$ cat src/hdl/dmr_settings.svh
// Lockstep compute block settings
// Widths, buffer sizes, credit counts and the register map

`ifndef DMR_SETTINGS_SVH
`define DMR_SETTINGS_SVH

// Datapath
`define DMR_DATA_W 16
`define DMR_TAG_W 4

// Input buffer depth, also the number of input credits
`define DMR_OP_DEPTH 4

// Output credits handed out after reset
`define DMR_RSP_CREDITS 4

// Register map, 4-bit byte addresses
`define DMR_REG_STATUS 4'h0
`define DMR_REG_ERRCNT 4'h4
`define DMR_REG_INJECT 4'h8

// Read value for unmapped addresses
`define DMR_ERR_VAL 32'hBADCAB1E

`endif

$ cat src/hdl/dmr_pkg.sv
// Shared types of the lockstep compute block
// Opcodes, redundancy states and the structs on every interface

`include "dmr_settings.svh"

package dmr_pkg;

  // Results are modulo 2^16, shifts use b[3:0]
  typedef enum logic [2:0] {
    OP_ADD = 3'd0,
    OP_SUB = 3'd1,
    OP_AND = 3'd2,
    OP_OR  = 3'd3,
    OP_XOR = 3'd4,
    OP_SHL = 3'd5,
    OP_SHR = 3'd6,
    OP_MUL = 3'd7  // Low half of the product
  } alu_op_e;

  // Readable through STATUS[2:1]
  typedef enum logic [1:0] {
    LOCKSTEP = 2'd0,
    SETBACK  = 2'd1,
    RESYNC   = 2'd2
  } dmr_state_e;

  typedef struct packed {
    alu_op_e                op;
    logic [`DMR_TAG_W-1:0]  tag;
    logic [`DMR_DATA_W-1:0] a;
    logic [`DMR_DATA_W-1:0] b;
  } op_req_t;

  typedef struct packed {
    logic [`DMR_TAG_W-1:0]  tag;
    logic [`DMR_DATA_W-1:0] result;
  } op_rsp_t;

  // Everything a core drives, compared between the two cores
  typedef struct packed {
    logic    pop;
    logic    valid;
    op_rsp_t rsp;
  } core_out_t;

  typedef struct packed {
    logic        valid;
    logic        write;
    logic [3:0]  addr;
    logic [31:0] wdata;
  } reg_req_t;

  typedef struct packed {
    logic        valid;
    logic        error;
    logic [31:0] rdata;
  } reg_rsp_t;

endpackage

$ cat src/hdl/op_credit_fifo.sv
// Credit-managed input buffer
// Holds operations until a core decode stage takes them and
// hands a credit back to the source for each entry it releases

`timescale 1ns/100ps

`include "dmr_settings.svh"

module op_credit_fifo #(
  parameter int unsigned Depth = `DMR_OP_DEPTH
) (
  input  logic             clk_i,
  input  logic             rst_n_i,
  input  logic             push_i,
  input  dmr_pkg::op_req_t push_data_i,
  input  logic             pop_i,
  output dmr_pkg::op_req_t head_o,
  output logic             not_empty_o,
  output logic             credit_o
);

  localparam int unsigned PtrW = (Depth > 1) ? $clog2(Depth) : 1;
  localparam int unsigned CntW = $clog2(Depth + 1);

  dmr_pkg::op_req_t mem_q [Depth];
  logic [PtrW-1:0]  wr_ptr_q;
  logic [PtrW-1:0]  rd_ptr_q;
  logic [CntW-1:0]  count_q;
  logic             credit_q;
  logic             full;

  assign full        = (count_q == CntW'(Depth));
  assign not_empty_o = (count_q != '0);
  assign head_o      = mem_q[rd_ptr_q];
  assign credit_o    = credit_q;  // One pulse per released entry

  always_ff @(posedge clk_i) begin
    if (!rst_n_i) begin
      wr_ptr_q <= '0;
      rd_ptr_q <= '0;
      count_q  <= '0;
      credit_q <= 1'b0;
    end else begin
      if (push_i) begin
        wr_ptr_q <= (wr_ptr_q == PtrW'(Depth - 1)) ? '0 : wr_ptr_q + 1'b1;
      end
      if (pop_i) begin
        rd_ptr_q <= (rd_ptr_q == PtrW'(Depth - 1)) ? '0 : rd_ptr_q + 1'b1;
      end
      count_q  <= count_q + CntW'(push_i) - CntW'(pop_i);
      credit_q <= pop_i;
    end
  end

  // Storage
  always_ff @(posedge clk_i) begin
    if (push_i) begin
      mem_q[wr_ptr_q] <= push_data_i;
    end
  end

  // Source spent a credit it did not hold
  a_no_push_full: assert property (@(posedge clk_i) disable iff (!rst_n_i)
    push_i |-> !full);

  // Cores only take from a non-empty head
  a_no_pop_empty: assert property (@(posedge clk_i) disable iff (!rst_n_i)
    pop_i |-> not_empty_o);

endmodule

$ cat src/hdl/alu_core.sv
// Pipelined 16-bit ALU core
// Decode, execute and writeback, one cycle each
// Stall freezes every stage, clear empties them

`timescale 1ns/100ps

`include "dmr_settings.svh"

module alu_core (
  input  logic                clk_i,
  input  logic                rst_n_i,
  input  logic                stall_i,
  input  logic                clear_i,
  input  dmr_pkg::op_req_t    head_i,
  input  logic                not_empty_i,
  input  logic                inject_i,
  output dmr_pkg::core_out_t  core_o
);

  logic                   advance;
  logic                   pop;

  logic                   dec_valid_q;
  dmr_pkg::op_req_t       dec_op_q;

  logic [`DMR_DATA_W-1:0] ex_result;
  logic                   ex_valid_q;
  dmr_pkg::op_rsp_t       ex_rsp_q;

  logic                   wb_valid_q;
  dmr_pkg::op_rsp_t       wb_rsp_q;
  logic [`DMR_DATA_W-1:0] flip_mask;

  assign advance = !stall_i && !clear_i;
  assign pop     = not_empty_i && advance;  // Decode takes the head

  // Result function
  always_comb begin
    case (dec_op_q.op)
      dmr_pkg::OP_ADD: ex_result = dec_op_q.a + dec_op_q.b;
      dmr_pkg::OP_SUB: ex_result = dec_op_q.a - dec_op_q.b;
      dmr_pkg::OP_AND: ex_result = dec_op_q.a & dec_op_q.b;
      dmr_pkg::OP_OR:  ex_result = dec_op_q.a | dec_op_q.b;
      dmr_pkg::OP_XOR: ex_result = dec_op_q.a ^ dec_op_q.b;
      dmr_pkg::OP_SHL: ex_result = dec_op_q.a << dec_op_q.b[3:0];
      dmr_pkg::OP_SHR: ex_result = dec_op_q.a >> dec_op_q.b[3:0];
      dmr_pkg::OP_MUL: ex_result = dec_op_q.a * dec_op_q.b;  // Truncated to 16 bits
      default:         ex_result = '0;
    endcase
  end

  // Fault injection only touches bit 0 of a valid result
  assign flip_mask = {{(`DMR_DATA_W-1){1'b0}}, inject_i};

  // Stage valid flags
  always_ff @(posedge clk_i) begin
    if (!rst_n_i) begin
      dec_valid_q <= 1'b0;
      ex_valid_q  <= 1'b0;
      wb_valid_q  <= 1'b0;
    end else if (clear_i) begin
      dec_valid_q <= 1'b0;
      ex_valid_q  <= 1'b0;
      wb_valid_q  <= 1'b0;
    end else if (!stall_i) begin
      dec_valid_q <= pop;
      ex_valid_q  <= dec_valid_q;
      wb_valid_q  <= ex_valid_q;
    end
  end

  // Stage payloads, loaded only behind a valid flag
  always_ff @(posedge clk_i) begin
    if (pop) begin
      dec_op_q <= head_i;
    end
    if (advance && dec_valid_q) begin
      ex_rsp_q.tag    <= dec_op_q.tag;
      ex_rsp_q.result <= ex_result;
    end
    if (advance && ex_valid_q) begin
      wb_rsp_q.tag    <= ex_rsp_q.tag;
      wb_rsp_q.result <= ex_rsp_q.result ^ flip_mask;
    end
  end

  assign core_o.pop   = pop;
  assign core_o.valid = wb_valid_q;
  assign core_o.rsp   = wb_rsp_q;

  // Redundancy unit never flushes and freezes at once
  a_no_stall_clear: assert property (@(posedge clk_i) disable iff (!rst_n_i)
    !(stall_i && clear_i));

endmodule

$ cat src/hdl/dmr_unit.sv
// Dual modular redundancy unit
// Compares both cores every cycle, flushes them on a mismatch,
// drives the credited result port and serves the status registers

`timescale 1ns/100ps

`include "dmr_settings.svh"

module dmr_unit (
  input  logic               clk_i,
  input  logic               rst_n_i,
  input  dmr_pkg::core_out_t core0_i,
  input  dmr_pkg::core_out_t core1_i,
  output logic               stall_o,
  output logic               clear_o,
  output logic               inject_o,
  output logic               pop_o,
  output logic               rsp_valid_o,
  output dmr_pkg::op_rsp_t   rsp_o,
  input  logic               rsp_credit_i,
  output logic               dmr_error_o,
  input  dmr_pkg::reg_req_t  reg_req_i,
  output dmr_pkg::reg_rsp_t  reg_rsp_o
);

  localparam int unsigned CntW = $clog2(`DMR_RSP_CREDITS + 1);

  dmr_pkg::dmr_state_e state_q;
  dmr_pkg::dmr_state_e state_d;
  logic                mismatch;
  logic                fire;

  logic [CntW-1:0]     credit_cnt_q;
  logic [CntW-1:0]     credit_avail;
  logic                rsp_valid_q;
  dmr_pkg::op_rsp_t    rsp_q;
  logic                error_q;

  logic                reg_wr;
  logic                sticky_q;
  logic [31:0]         errcnt_q;
  logic                inject_q;
  logic [31:0]         rd_data;
  logic                rd_error;
  dmr_pkg::reg_rsp_t   reg_rsp_q;

  // Payload only counts when the result is valid
  always_comb begin
    mismatch = 1'b0;
    if (state_q == dmr_pkg::LOCKSTEP) begin
      mismatch = (core0_i.pop != core1_i.pop) || (core0_i.valid != core1_i.valid) ||
                 (core0_i.valid && (core0_i.rsp != core1_i.rsp));
    end
  end

  // A credit is still tied up while the current result is on the port
  assign credit_avail = credit_cnt_q - CntW'(rsp_valid_q);

  assign fire = (state_q == dmr_pkg::LOCKSTEP) && core0_i.valid && !mismatch &&
                (credit_avail != '0);

  assign stall_o  = (state_q == dmr_pkg::RESYNC) ||
                    ((state_q == dmr_pkg::LOCKSTEP) && core0_i.valid && (credit_avail == '0));
  assign clear_o  = (state_q == dmr_pkg::SETBACK);
  assign pop_o    = core0_i.pop;  // Core 0 drives the buffer
  assign inject_o = inject_q;

  always_comb begin
    state_d = state_q;
    case (state_q)
      dmr_pkg::LOCKSTEP: if (mismatch) state_d = dmr_pkg::SETBACK;
      dmr_pkg::SETBACK:  state_d = dmr_pkg::RESYNC;   // Flush both cores
      dmr_pkg::RESYNC:   state_d = dmr_pkg::LOCKSTEP;
      default:           state_d = dmr_pkg::LOCKSTEP;
    endcase
  end

  always_ff @(posedge clk_i) begin
    if (!rst_n_i) begin
      state_q      <= dmr_pkg::LOCKSTEP;
      credit_cnt_q <= CntW'(`DMR_RSP_CREDITS);
      rsp_valid_q  <= 1'b0;
      error_q      <= 1'b0;
    end else begin
      state_q      <= state_d;
      credit_cnt_q <= credit_cnt_q + CntW'(rsp_credit_i) - CntW'(rsp_valid_q);
      rsp_valid_q  <= fire;
      error_q      <= mismatch;
    end
  end

  // Output result register
  always_ff @(posedge clk_i) begin
    if (fire) begin
      rsp_q <= core0_i.rsp;
    end
  end

  assign rsp_valid_o = rsp_valid_q;
  assign rsp_o       = rsp_q;
  assign dmr_error_o = error_q;

  assign reg_wr = reg_req_i.valid && reg_req_i.write;

  always_comb begin
    rd_data  = `DMR_ERR_VAL;
    rd_error = 1'b0;
    case (reg_req_i.addr)
      `DMR_REG_STATUS: rd_data = {29'b0, state_q, sticky_q};
      `DMR_REG_ERRCNT: rd_data = errcnt_q;
      `DMR_REG_INJECT: rd_data = {31'b0, inject_q};
      default:         rd_error = 1'b1;
    endcase
  end

  // Register file, a new mismatch wins over a software clear
  always_ff @(posedge clk_i) begin
    if (!rst_n_i) begin
      sticky_q  <= 1'b0;
      errcnt_q  <= '0;
      inject_q  <= 1'b0;
      reg_rsp_q <= '0;
    end else begin
      if (mismatch) begin
        sticky_q <= 1'b1;
      end else if (reg_wr && (reg_req_i.addr == `DMR_REG_STATUS) && reg_req_i.wdata[0]) begin
        sticky_q <= 1'b0;  // Write 1 to clear
      end
      if (reg_wr && (reg_req_i.addr == `DMR_REG_ERRCNT)) begin
        errcnt_q <= {31'b0, mismatch};
      end else if (mismatch) begin
        errcnt_q <= errcnt_q + 32'd1;
      end
      // The injected result always mismatches, which disarms
      if (reg_wr && (reg_req_i.addr == `DMR_REG_INJECT)) begin
        inject_q <= reg_req_i.wdata[0];
      end else if (mismatch) begin
        inject_q <= 1'b0;
      end
      reg_rsp_q.valid <= reg_req_i.valid;
      reg_rsp_q.error <= rd_error;
      reg_rsp_q.rdata <= rd_data;
    end
  end

  assign reg_rsp_o = reg_rsp_q;

  // Sink returned more credits than it was given
  a_credit_max: assert property (@(posedge clk_i) disable iff (!rst_n_i)
    credit_cnt_q <= CntW'(`DMR_RSP_CREDITS));

  a_valid_has_credit: assert property (@(posedge clk_i) disable iff (!rst_n_i)
    rsp_valid_o |-> (credit_cnt_q != '0));

endmodule

$ cat src/hdl/dmr_compute_top.sv
// Lockstep dual-core compute block
// Credited input buffer feeding two ALU cores behind a DMR unit

`timescale 1ns/100ps

module dmr_compute_top (
  input  logic              clk_i,
  input  logic              rst_n_i,
  input  logic              op_valid_i,
  input  dmr_pkg::op_req_t  op_i,
  output logic              op_credit_o,
  output logic              rsp_valid_o,
  output dmr_pkg::op_rsp_t  rsp_o,
  input  logic              rsp_credit_i,
  output logic              dmr_error_o,
  input  dmr_pkg::reg_req_t reg_req_i,
  output dmr_pkg::reg_rsp_t reg_rsp_o
);

  dmr_pkg::op_req_t         head;
  logic                     not_empty;
  logic                     pop;
  logic                     stall;
  logic                     clear;
  logic                     inject;
  logic [1:0]               core_inject;
  dmr_pkg::core_out_t [1:0] core_out;

  op_credit_fifo i_op_fifo (
    .clk_i       ( clk_i       ),
    .rst_n_i     ( rst_n_i     ),
    .push_i      ( op_valid_i  ),
    .push_data_i ( op_i        ),
    .pop_i       ( pop         ),
    .head_o      ( head        ),
    .not_empty_o ( not_empty   ),
    .credit_o    ( op_credit_o )
  );

  assign core_inject = {inject, 1'b0};  // Only core 1 can be corrupted

  for (genvar i = 0; i < 2; i++) begin : gen_cores
    alu_core i_alu_core (
      .clk_i       ( clk_i          ),
      .rst_n_i     ( rst_n_i        ),
      .stall_i     ( stall          ),
      .clear_i     ( clear          ),
      .head_i      ( head           ),
      .not_empty_i ( not_empty      ),
      .inject_i    ( core_inject[i] ),
      .core_o      ( core_out[i]    )
    );
  end

  dmr_unit i_dmr_unit (
    .clk_i        ( clk_i        ),
    .rst_n_i      ( rst_n_i      ),
    .core0_i      ( core_out[0]  ),
    .core1_i      ( core_out[1]  ),
    .stall_o      ( stall        ),
    .clear_o      ( clear        ),
    .inject_o     ( inject       ),
    .pop_o        ( pop          ),
    .rsp_valid_o  ( rsp_valid_o  ),
    .rsp_o        ( rsp_o        ),
    .rsp_credit_i ( rsp_credit_i ),
    .dmr_error_o  ( dmr_error_o  ),
    .reg_req_i    ( reg_req_i    ),
    .reg_rsp_o    ( reg_rsp_o    )
  );

endmodule

$ cat config.mk
export PLATFORM = sky130hd
export DESIGN_NAME = dmr_compute_top
export DESIGN_NICKNAME = d
export VERILOG_FILES = /design/src/hdl/dmr_pkg.sv /design/src/hdl/op_credit_fifo.sv /design/src/hdl/alu_core.sv /design/src/hdl/dmr_unit.sv /design/src/hdl/dmr_compute_top.sv
export VERILOG_INCLUDE_DIRS = /design/src /design/src/hdl
export SDC_FILE = /design/constraint.sdc
export NUM_CORES = 1
export LEC_CHECK = 0
export ABC_AREA = 1
export BUFFER_PORTS_ARGS = -buffer_cell sky130_fd_sc_hd__buf_2
export CAP_MARGIN = 10
export CORE_ASPECT_RATIO = 0.6
export CORE_MARGIN = 2
export CORE_UTILIZATION = 25
export DETAILED_ROUTE_END_ITERATION = 8
export SLEW_MARGIN = 20
export SYNTH_ARGS = -nofsm -noshare
export SYNTH_HDL_FRONTEND = slang
export SYNTH_SLANG_ARGS = --single-unit
$ cat constraint.sdc
create_clock -name clk_i -period 12.4 [get_ports clk_i]
set_input_delay 2.48 -clock clk_i [delete_from_list [all_inputs] [get_ports clk_i]]
set_output_delay 2.48 -clock clk_i [all_outputs]
set_load 0.01 [all_outputs]
# == Word level (Yosys, flattened, before mapping) ==
# Memory sizes are Yosys's and may differ from the RTL's. A register that Yosys moved wholly into a read port is not among the register bits.
# Cells that the tools add are included.
# word_totals
wordCells,105
out_inout_bits,57
ff_bits,162
ramBits,156
n_memories,1
# op_classes
add_sub_neg,10
n_reduce_logical,30
n_mul,1
mux,16
bitwise,5
n_eq_ne,15
shift,2
# mem_list
memory,depth,width,read_ports,rd_ports_with_merged_regs,wr,line_no,rtl
i_op_fifo.mem_q,4,39,1,1,1,op_credit_fifo.sv:25,dmr_pkg::op_req_t mem_q [Depth];
# ops
op,count
case mux 16 bit (8 select lines),1
case mux 32 bit (3 select lines),1
"adder 32 x 1 -> 32 bit, second input constant",1
adder 16 bit,1
AND 16 bit,1
multiplier 16 x 16 -> 16 bit,1
!= test 16 bit,1
bitwise OR 16 bit,1
left shift 16 x 4 -> 16 bit,1
right shift 16 x 4 -> 16 bit,1
subtractor 16 bit,1
bitwise XOR 16 x 1 -> 16 bit,1
bitwise XOR 16 bit,1
logical AND 1 bit,14
"equality test 3 bit, second input constant",4
2-to-1 mux 1 bit,10
subtractor 3 x 1 -> 3 bit,3
adder 3 x 1 -> 3 bit,2
"equality test 2 bit, second input constant",3
"equality test 3 x 2 -> 1 bit, second input constant",2
zero test 3 bit,2
2-to-1 mux 2 bit,3
nonzero test 2 bit,3
nonzero test 3 bit,2
14 further kinds,18

# == Depth between registers and ports, before layout ==
# depth
word_depth,8
mapped_depth,30
depth_no_buf,29

# == Hierarchy ==
# From an unflattened synthesis, not the netlist that was laid out.
# unflattened
hier_cells,3690
hier_area_um2,31281.3
# modules_own_cells
module,cells_per_inst,area_per_inst_um2,instances,seq_area_each_um2
alu_core at gen_cores[1].i_alu_core,1295,10034.6,1,2432.3
alu_core at gen_cores[0].i_alu_core,1276,9884.5,1,2432.3
op_credit_fifo,516,6722.7,1,4884.7
dmr_unit,602,4635.7,1,2102.0
dmr_compute_top,1,3.8,1,0.0

# == Least setup slack after synthesis ==
# Ideal clock, no wire load.
# synth_path
path_kind,flip-flop to flip-flop
startpoint,register gen_cores[1].i_alu_core.dec_op_q[2] (netlist bit)
endpoint,"register gen_cores[1].i_alu_core.ex_rsp_q[14] (netlist bit), data pin"
path_slack_ns,6.646
n_path_buf,3
t_arrival_ns,5.494
t_required_ns,12.140
path_stages_with_launch,25
path_cell_list,edfxtp_1 -> buf_6 -> clkbuf_1 -> clkbuf_1 -> nand2_1 -> fa_1 -> fa_1 -> fa_1 -> fa_1 -> inv_1 -> fa_1 -> inv_1 -> fa_1 -> inv_1 -> ha_1 -> nand2_1 -> nor2_1 -> nand3_1 -> nand3_1 -> nand2_1 -> nand2_1 -> a21oi_1 -> or2_2 -> nand2_1 -> nand3_1
# synth_via
elab_chain_cells,2
elab_cells_between_ends,6
classes_between,add/sub (2); mul (1); shift (2); mux (1)
# synth_lines
element,line_no,rtl
from (decl),alu_core.sv:24,dmr_pkg::op_req_t dec_op_q;
from (signal assigned),alu_core.sv:75,dec_op_q <= head_i;
"multiplier 16 x 16 -> 16 bit, or another cell as far along",alu_core.sv:47,dmr_pkg::OP_MUL: ex_result = dec_op_q.a * dec_op_q.b;
case mux 16 bit (8 select lines) *,alu_core.sv:39,case (dec_op_q.op)
via gen_cores[0].i_alu_core.ex_result[14],alu_core.sv:26,logic [`DMR_DATA_W-1:0] ex_result;
to (decl),alu_core.sv:28,dmr_pkg::op_rsp_t ex_rsp_q;
# The timed path passes the listed nets; every way through them passes the cells marked *.
# A chain may end at the register's enable or synchronous reset.

# == Worst setup path after layout ==
# layout_path
startpoint,register gen_cores[1].i_alu_core.dec_op_q[5] (netlist bit)
endpoint,"register gen_cores[1].i_alu_core.ex_rsp_q[14] (netlist bit), data pin"
# layout_via
elab_chain_cells,2
elab_cells_between_ends,4
classes_between,add/sub (2); mul (1); mux (1)
# layout_lines
element,line_no
"multiplier 16 x 16 -> 16 bit, or another cell as far along",alu_core.sv:47
case mux 16 bit (8 select lines) *,alu_core.sv:39
via gen_cores[0].i_alu_core.ex_result[14],alu_core.sv:26
# Marked as above.

==> impl_metrics.py <==
metrics = {
    "clock_network": {
        "cts-root-to-sink-buffers": 3,
        "clock_tree.htree_level_count": 1,
        "cts_resized": 0,
        "cts_tree": "done",
        "clock_insertion_delay_at_the_later_pin_of_the_skew_report_ns": 0.60,
        "tritoncts.num_buffers": 29,
        "clk_pin_slew_worst_paths_ns": 0.07,
        "clock-sinks": 342,
        "holdBufCountCts": 0,
        "number_of_setup_buffers_added_after_cts": 0,
        "clk_root_buffer_cell": "sky130_fd_sc_hd__clkbuf_16",
    },
    "floorplanning": {
        "fp.dieArea_um2": 81200,
        "fp-row-count": 79,
        "chipHeight_um": 222,
        "num_io_pins": 138,
        "placeable_core_region_um2": 77800,
        "floorplan.initialDensity_pct": 25.4,
        "die_width_um": 367,
    },
    "logic_synthesis": {
        "postSynth.topFlopCell": "sky130_fd_sc_hd__edfxtp_1",
        "average_footprint_of_a_synthesized_cell_um2": 9.38,
        "syn_area_um2": 19700,
        "synth.lib_cells_used.distinct": 58,
        "synthesis.yosys.warnings": 0,
        "synth.yosys.seq_area_share_pct": 47.7,
        "synth-edff-count": 256,
        "synth-async-reset-ratio_pct": 0,
        "mappedNetlistNets": 2376,
        "post_synth_inst_count": 2103,
        "postSynthRegisterBits": 342,
    },
    "detailed_routing": {
        "first_pass_iteration_count_of_the_detailed_router": 6,
        "avgRoutedWirePerCell_um": 16.8,
        "drc": 0,
        "drt.antenna.violating_nets": 0,
        "route.final.wire_length_um": 54600,
        "mean_number_of_vias_per_cell": 4.51,
        "via_count": 14700,
        "drt_first_iter_violations": 1603,
    },
    "sta": {
        "final_min_period_over_clock_period_pct": 52.2,
        "fin_setup_tns_ns": 0,
        "post-route-min-period_ns": 6.48,
        "worst_slew_pin_tran_ns": 1.03,
        "worst_slew_margin_rel_pct": 31.3,
        "maxClockFrequency_ghz": 0.154,
        "final-setup-viol-count": 0,
        "rsz0062_at_grt": "false",
        "hold_violations": 0,
        "final_max_slew_viol_count": 0,
        "finalClockSkew_ns": 0.0242,
    },
    "placement": {
        "placedInstanceArea_um2": 21400,
        "numPortBuffers": 106,
        "routabilityCongestion": 0.972,
        "dp_hpwl_um": 39400,
    },
    "min_path": {
        "hold_class": "reg2reg",
    },
    "critical_path": {
        "path_class": "reg2reg",
        "critPathMaxFanout": 14,
        "worstSetupStartpointType": "register",
        "crit_path_end_kind": "register",
        "critical_path_rt_ns": 12.64,
        "critical_path_arrival_ns": 6.72,
    },
    "global_routing": {
        "largest_net_degree_at_the_start_of_global_routing": 81,
        "overall_track_demand_over_capacity_in_global_routing_pct": 13.3,
        "grt_first_pass_wirelength_um": 84400,
        "grt_pass1_vias": 14000,
        "antenna_found_initial": 3,
        "final_global_route_overflow_total": 0,
    },
    "cells_and_area": {
        "post-route-cell-area_um2": 22400,
        "drive_above_1_share_pct": 9.80,
        "most_used_cells_in_the_layout_excluding_fill_and_tap_cells": "400 x sky130_fd_sc_hd__nand2_1, 343 x sky130_fd_sc_hd__inv_1, 256 x sky130_fd_sc_hd__edfxtp_1",
        "finish.net_count": 2453,
        "mostFrequentLayoutCell": "sky130_fd_sc_hd__nand2_1",
        "diodes": 0,
        "area_of_the_multi_input_gates_um2": 8640,
        "layout.area.seq_um2": 9410,
        "synthToLayoutAreaGrowth_pct": 13.7,
        "n_fill_cell": 8214,
    },
    "run": {
        "maxCapViolations": 0,
    },
    "outcome": {
        "status": "completed",
    },
}
metal layers:
layer / track usage (%) / vias to the layer above / share of wire (%)
met4: 2.15 / 6 / 1.4
met1: 21.6 / 6944 / 52
met5: 0 / - / 0.059
li1: - / 7061 / -
met3: 3.89 / 64 / 11
met2: 16.7 / 601 / 36
stage by stage:
step,util (%),instances,setup WS (ns),hold WS [ns]
final,28.8,3256,5.92,0.419
after global routing,28.8,3256,5.65,0.426
after CTS,28.8,3256,6.01,0.421
after detailed placement,27.5,3202,6.04,0.405
after global placement,27.5,3202,6.11,0.402
after floorplan,-,2103,6.65,0.400
sequential cells by signal, summed over array words and instances, names as in the netlist:
name / flops
i_dmr_unit.reg_rsp_o: 34
i_dmr_unit.dmr_error_o: 1
i_dmr_unit.rsp_valid_o: 1
i_op_fifo.wr_ptr_q: 2
gen_cores.i_alu_core.wb_valid_q: 1
gen_cores.i_alu_core.ex_rsp_q: 20
gen_cores.i_alu_core.dec_op_q: 39
i_dmr_unit.inject_o: 1
i_op_fifo.credit_o: 1
i_op_fifo.rd_ptr_q: 2
i_op_fifo.count_q: 3
i_op_fifo.mem_q: 156
gen_cores.i_alu_core.dec_valid_q: 1
i_dmr_unit.rsp_o: 20
i_dmr_unit.sticky_q: 1
gen_cores.i_alu_core.core_o: 21
i_dmr_unit.state_q: 2
gen_cores.i_alu_core.ex_valid_q: 1
i_dmr_unit.errcnt_q: 32
i_dmr_unit.credit_cnt_q: 3
final cells by class:
type	count	area share, %
flip-flops and latches	342	42.0
multi-input cells	1320	38.5
inverters	360	6.03
well taps	1053	5.88
clock buffers	33	3.30
repair buffers	127	3.07
clock inverters	21	1.21
cell usage after synthesis (16+ instances only):
master                       n  area, um^2
sky130_fd_sc_hd__nand2_1   400        1500
sky130_fd_sc_hd__o22ai_1    43         269
sky130_fd_sc_hd__dfxtp_1    86        1720
sky130_fd_sc_hd__inv_1     347        1300
sky130_fd_sc_hd__nand3_1    71         355
sky130_fd_sc_hd__o31ai_1    18         135
sky130_fd_sc_hd__clkbuf_1   61         229
sky130_fd_sc_hd__nor3_1     24         120
sky130_fd_sc_hd__fa_1       83        1660
sky130_fd_sc_hd__xnor2_1    16         140
sky130_fd_sc_hd__ha_1      109        1360
sky130_fd_sc_hd__nor2_1    169         634
sky130_fd_sc_hd__edfxtp_1  256        7690
sky130_fd_sc_hd__xor2_1     40         350
sky130_fd_sc_hd__a21oi_1    84         420
sky130_fd_sc_hd__o21ai_0   151         756
cell families (layout without fill, tap and decap cells):
group	count (synthesis)	after routing	share of synthesized area, %
buf+inv	441	541	8.61
flops	342	342	47.7
compound gates	351	351	10.1
xor+xnor	56	56	2.49
mux	2	2	0.101
fa+ha+maj	192	192	15.3
simple gates	719	719	15.7
final timing paths:
path | from | endpoint | slack (ns) | depth (start not counted)
hold reg to reg | gen_cores[1].i_alu_core.ex_rsp_q[2]$_DFFE_PP_ | gen_cores[0].i_alu_core.core_o[2]$_DFFE_PP_ | 0.42 | 0
setup reg to reg | gen_cores[1].i_alu_core.dec_op_q[5]$_DFFE_PP_ | gen_cores[1].i_alu_core.ex_rsp_q[14]$_DFFE_PP_ | 5.92 | 22
setup / recovery | gen_cores[1].i_alu_core.dec_op_q[5]$_DFFE_PP_ | gen_cores[1].i_alu_core.ex_rsp_q[14]$_DFFE_PP_ | 5.92 | 22
hold / removal | gen_cores[1].i_alu_core.ex_rsp_q[2]$_DFFE_PP_ | gen_cores[0].i_alu_core.core_o[2]$_DFFE_PP_ | 0.42 | 0
worst max-delay path, cell delays in order (launching register included):
cell and delay (ns):
sky130_fd_sc_hd__edfxtp_1 0.85, sky130_fd_sc_hd__ha_1 0.26, sky130_fd_sc_hd__inv_1 0.13, sky130_fd_sc_hd__fa_1 0.53, sky130_fd_sc_hd__fa_1 0.46, sky130_fd_sc_hd__fa_1 0.48
sky130_fd_sc_hd__fa_1 0.50, sky130_fd_sc_hd__inv_1 0.07, sky130_fd_sc_hd__fa_1 0.53, sky130_fd_sc_hd__inv_1 0.05, sky130_fd_sc_hd__fa_1 0.53, sky130_fd_sc_hd__inv_1 0.04
sky130_fd_sc_hd__ha_1 0.37, sky130_fd_sc_hd__nand2_1 0.11, sky130_fd_sc_hd__nor2_1 0.13, sky130_fd_sc_hd__nand3_1 0.11, sky130_fd_sc_hd__nand3_1 0.18, sky130_fd_sc_hd__nand2_1 0.07
sky130_fd_sc_hd__nand2_1 0.07, sky130_fd_sc_hd__a21oi_1 0.07, sky130_fd_sc_hd__or2_2 0.27, sky130_fd_sc_hd__nand2_1 0.07, sky130_fd_sc_hd__nand3_1 0.24
Power is not shown: default switching activity piles up to over one toggle a cycle in this logic, so the estimate is an artifact.
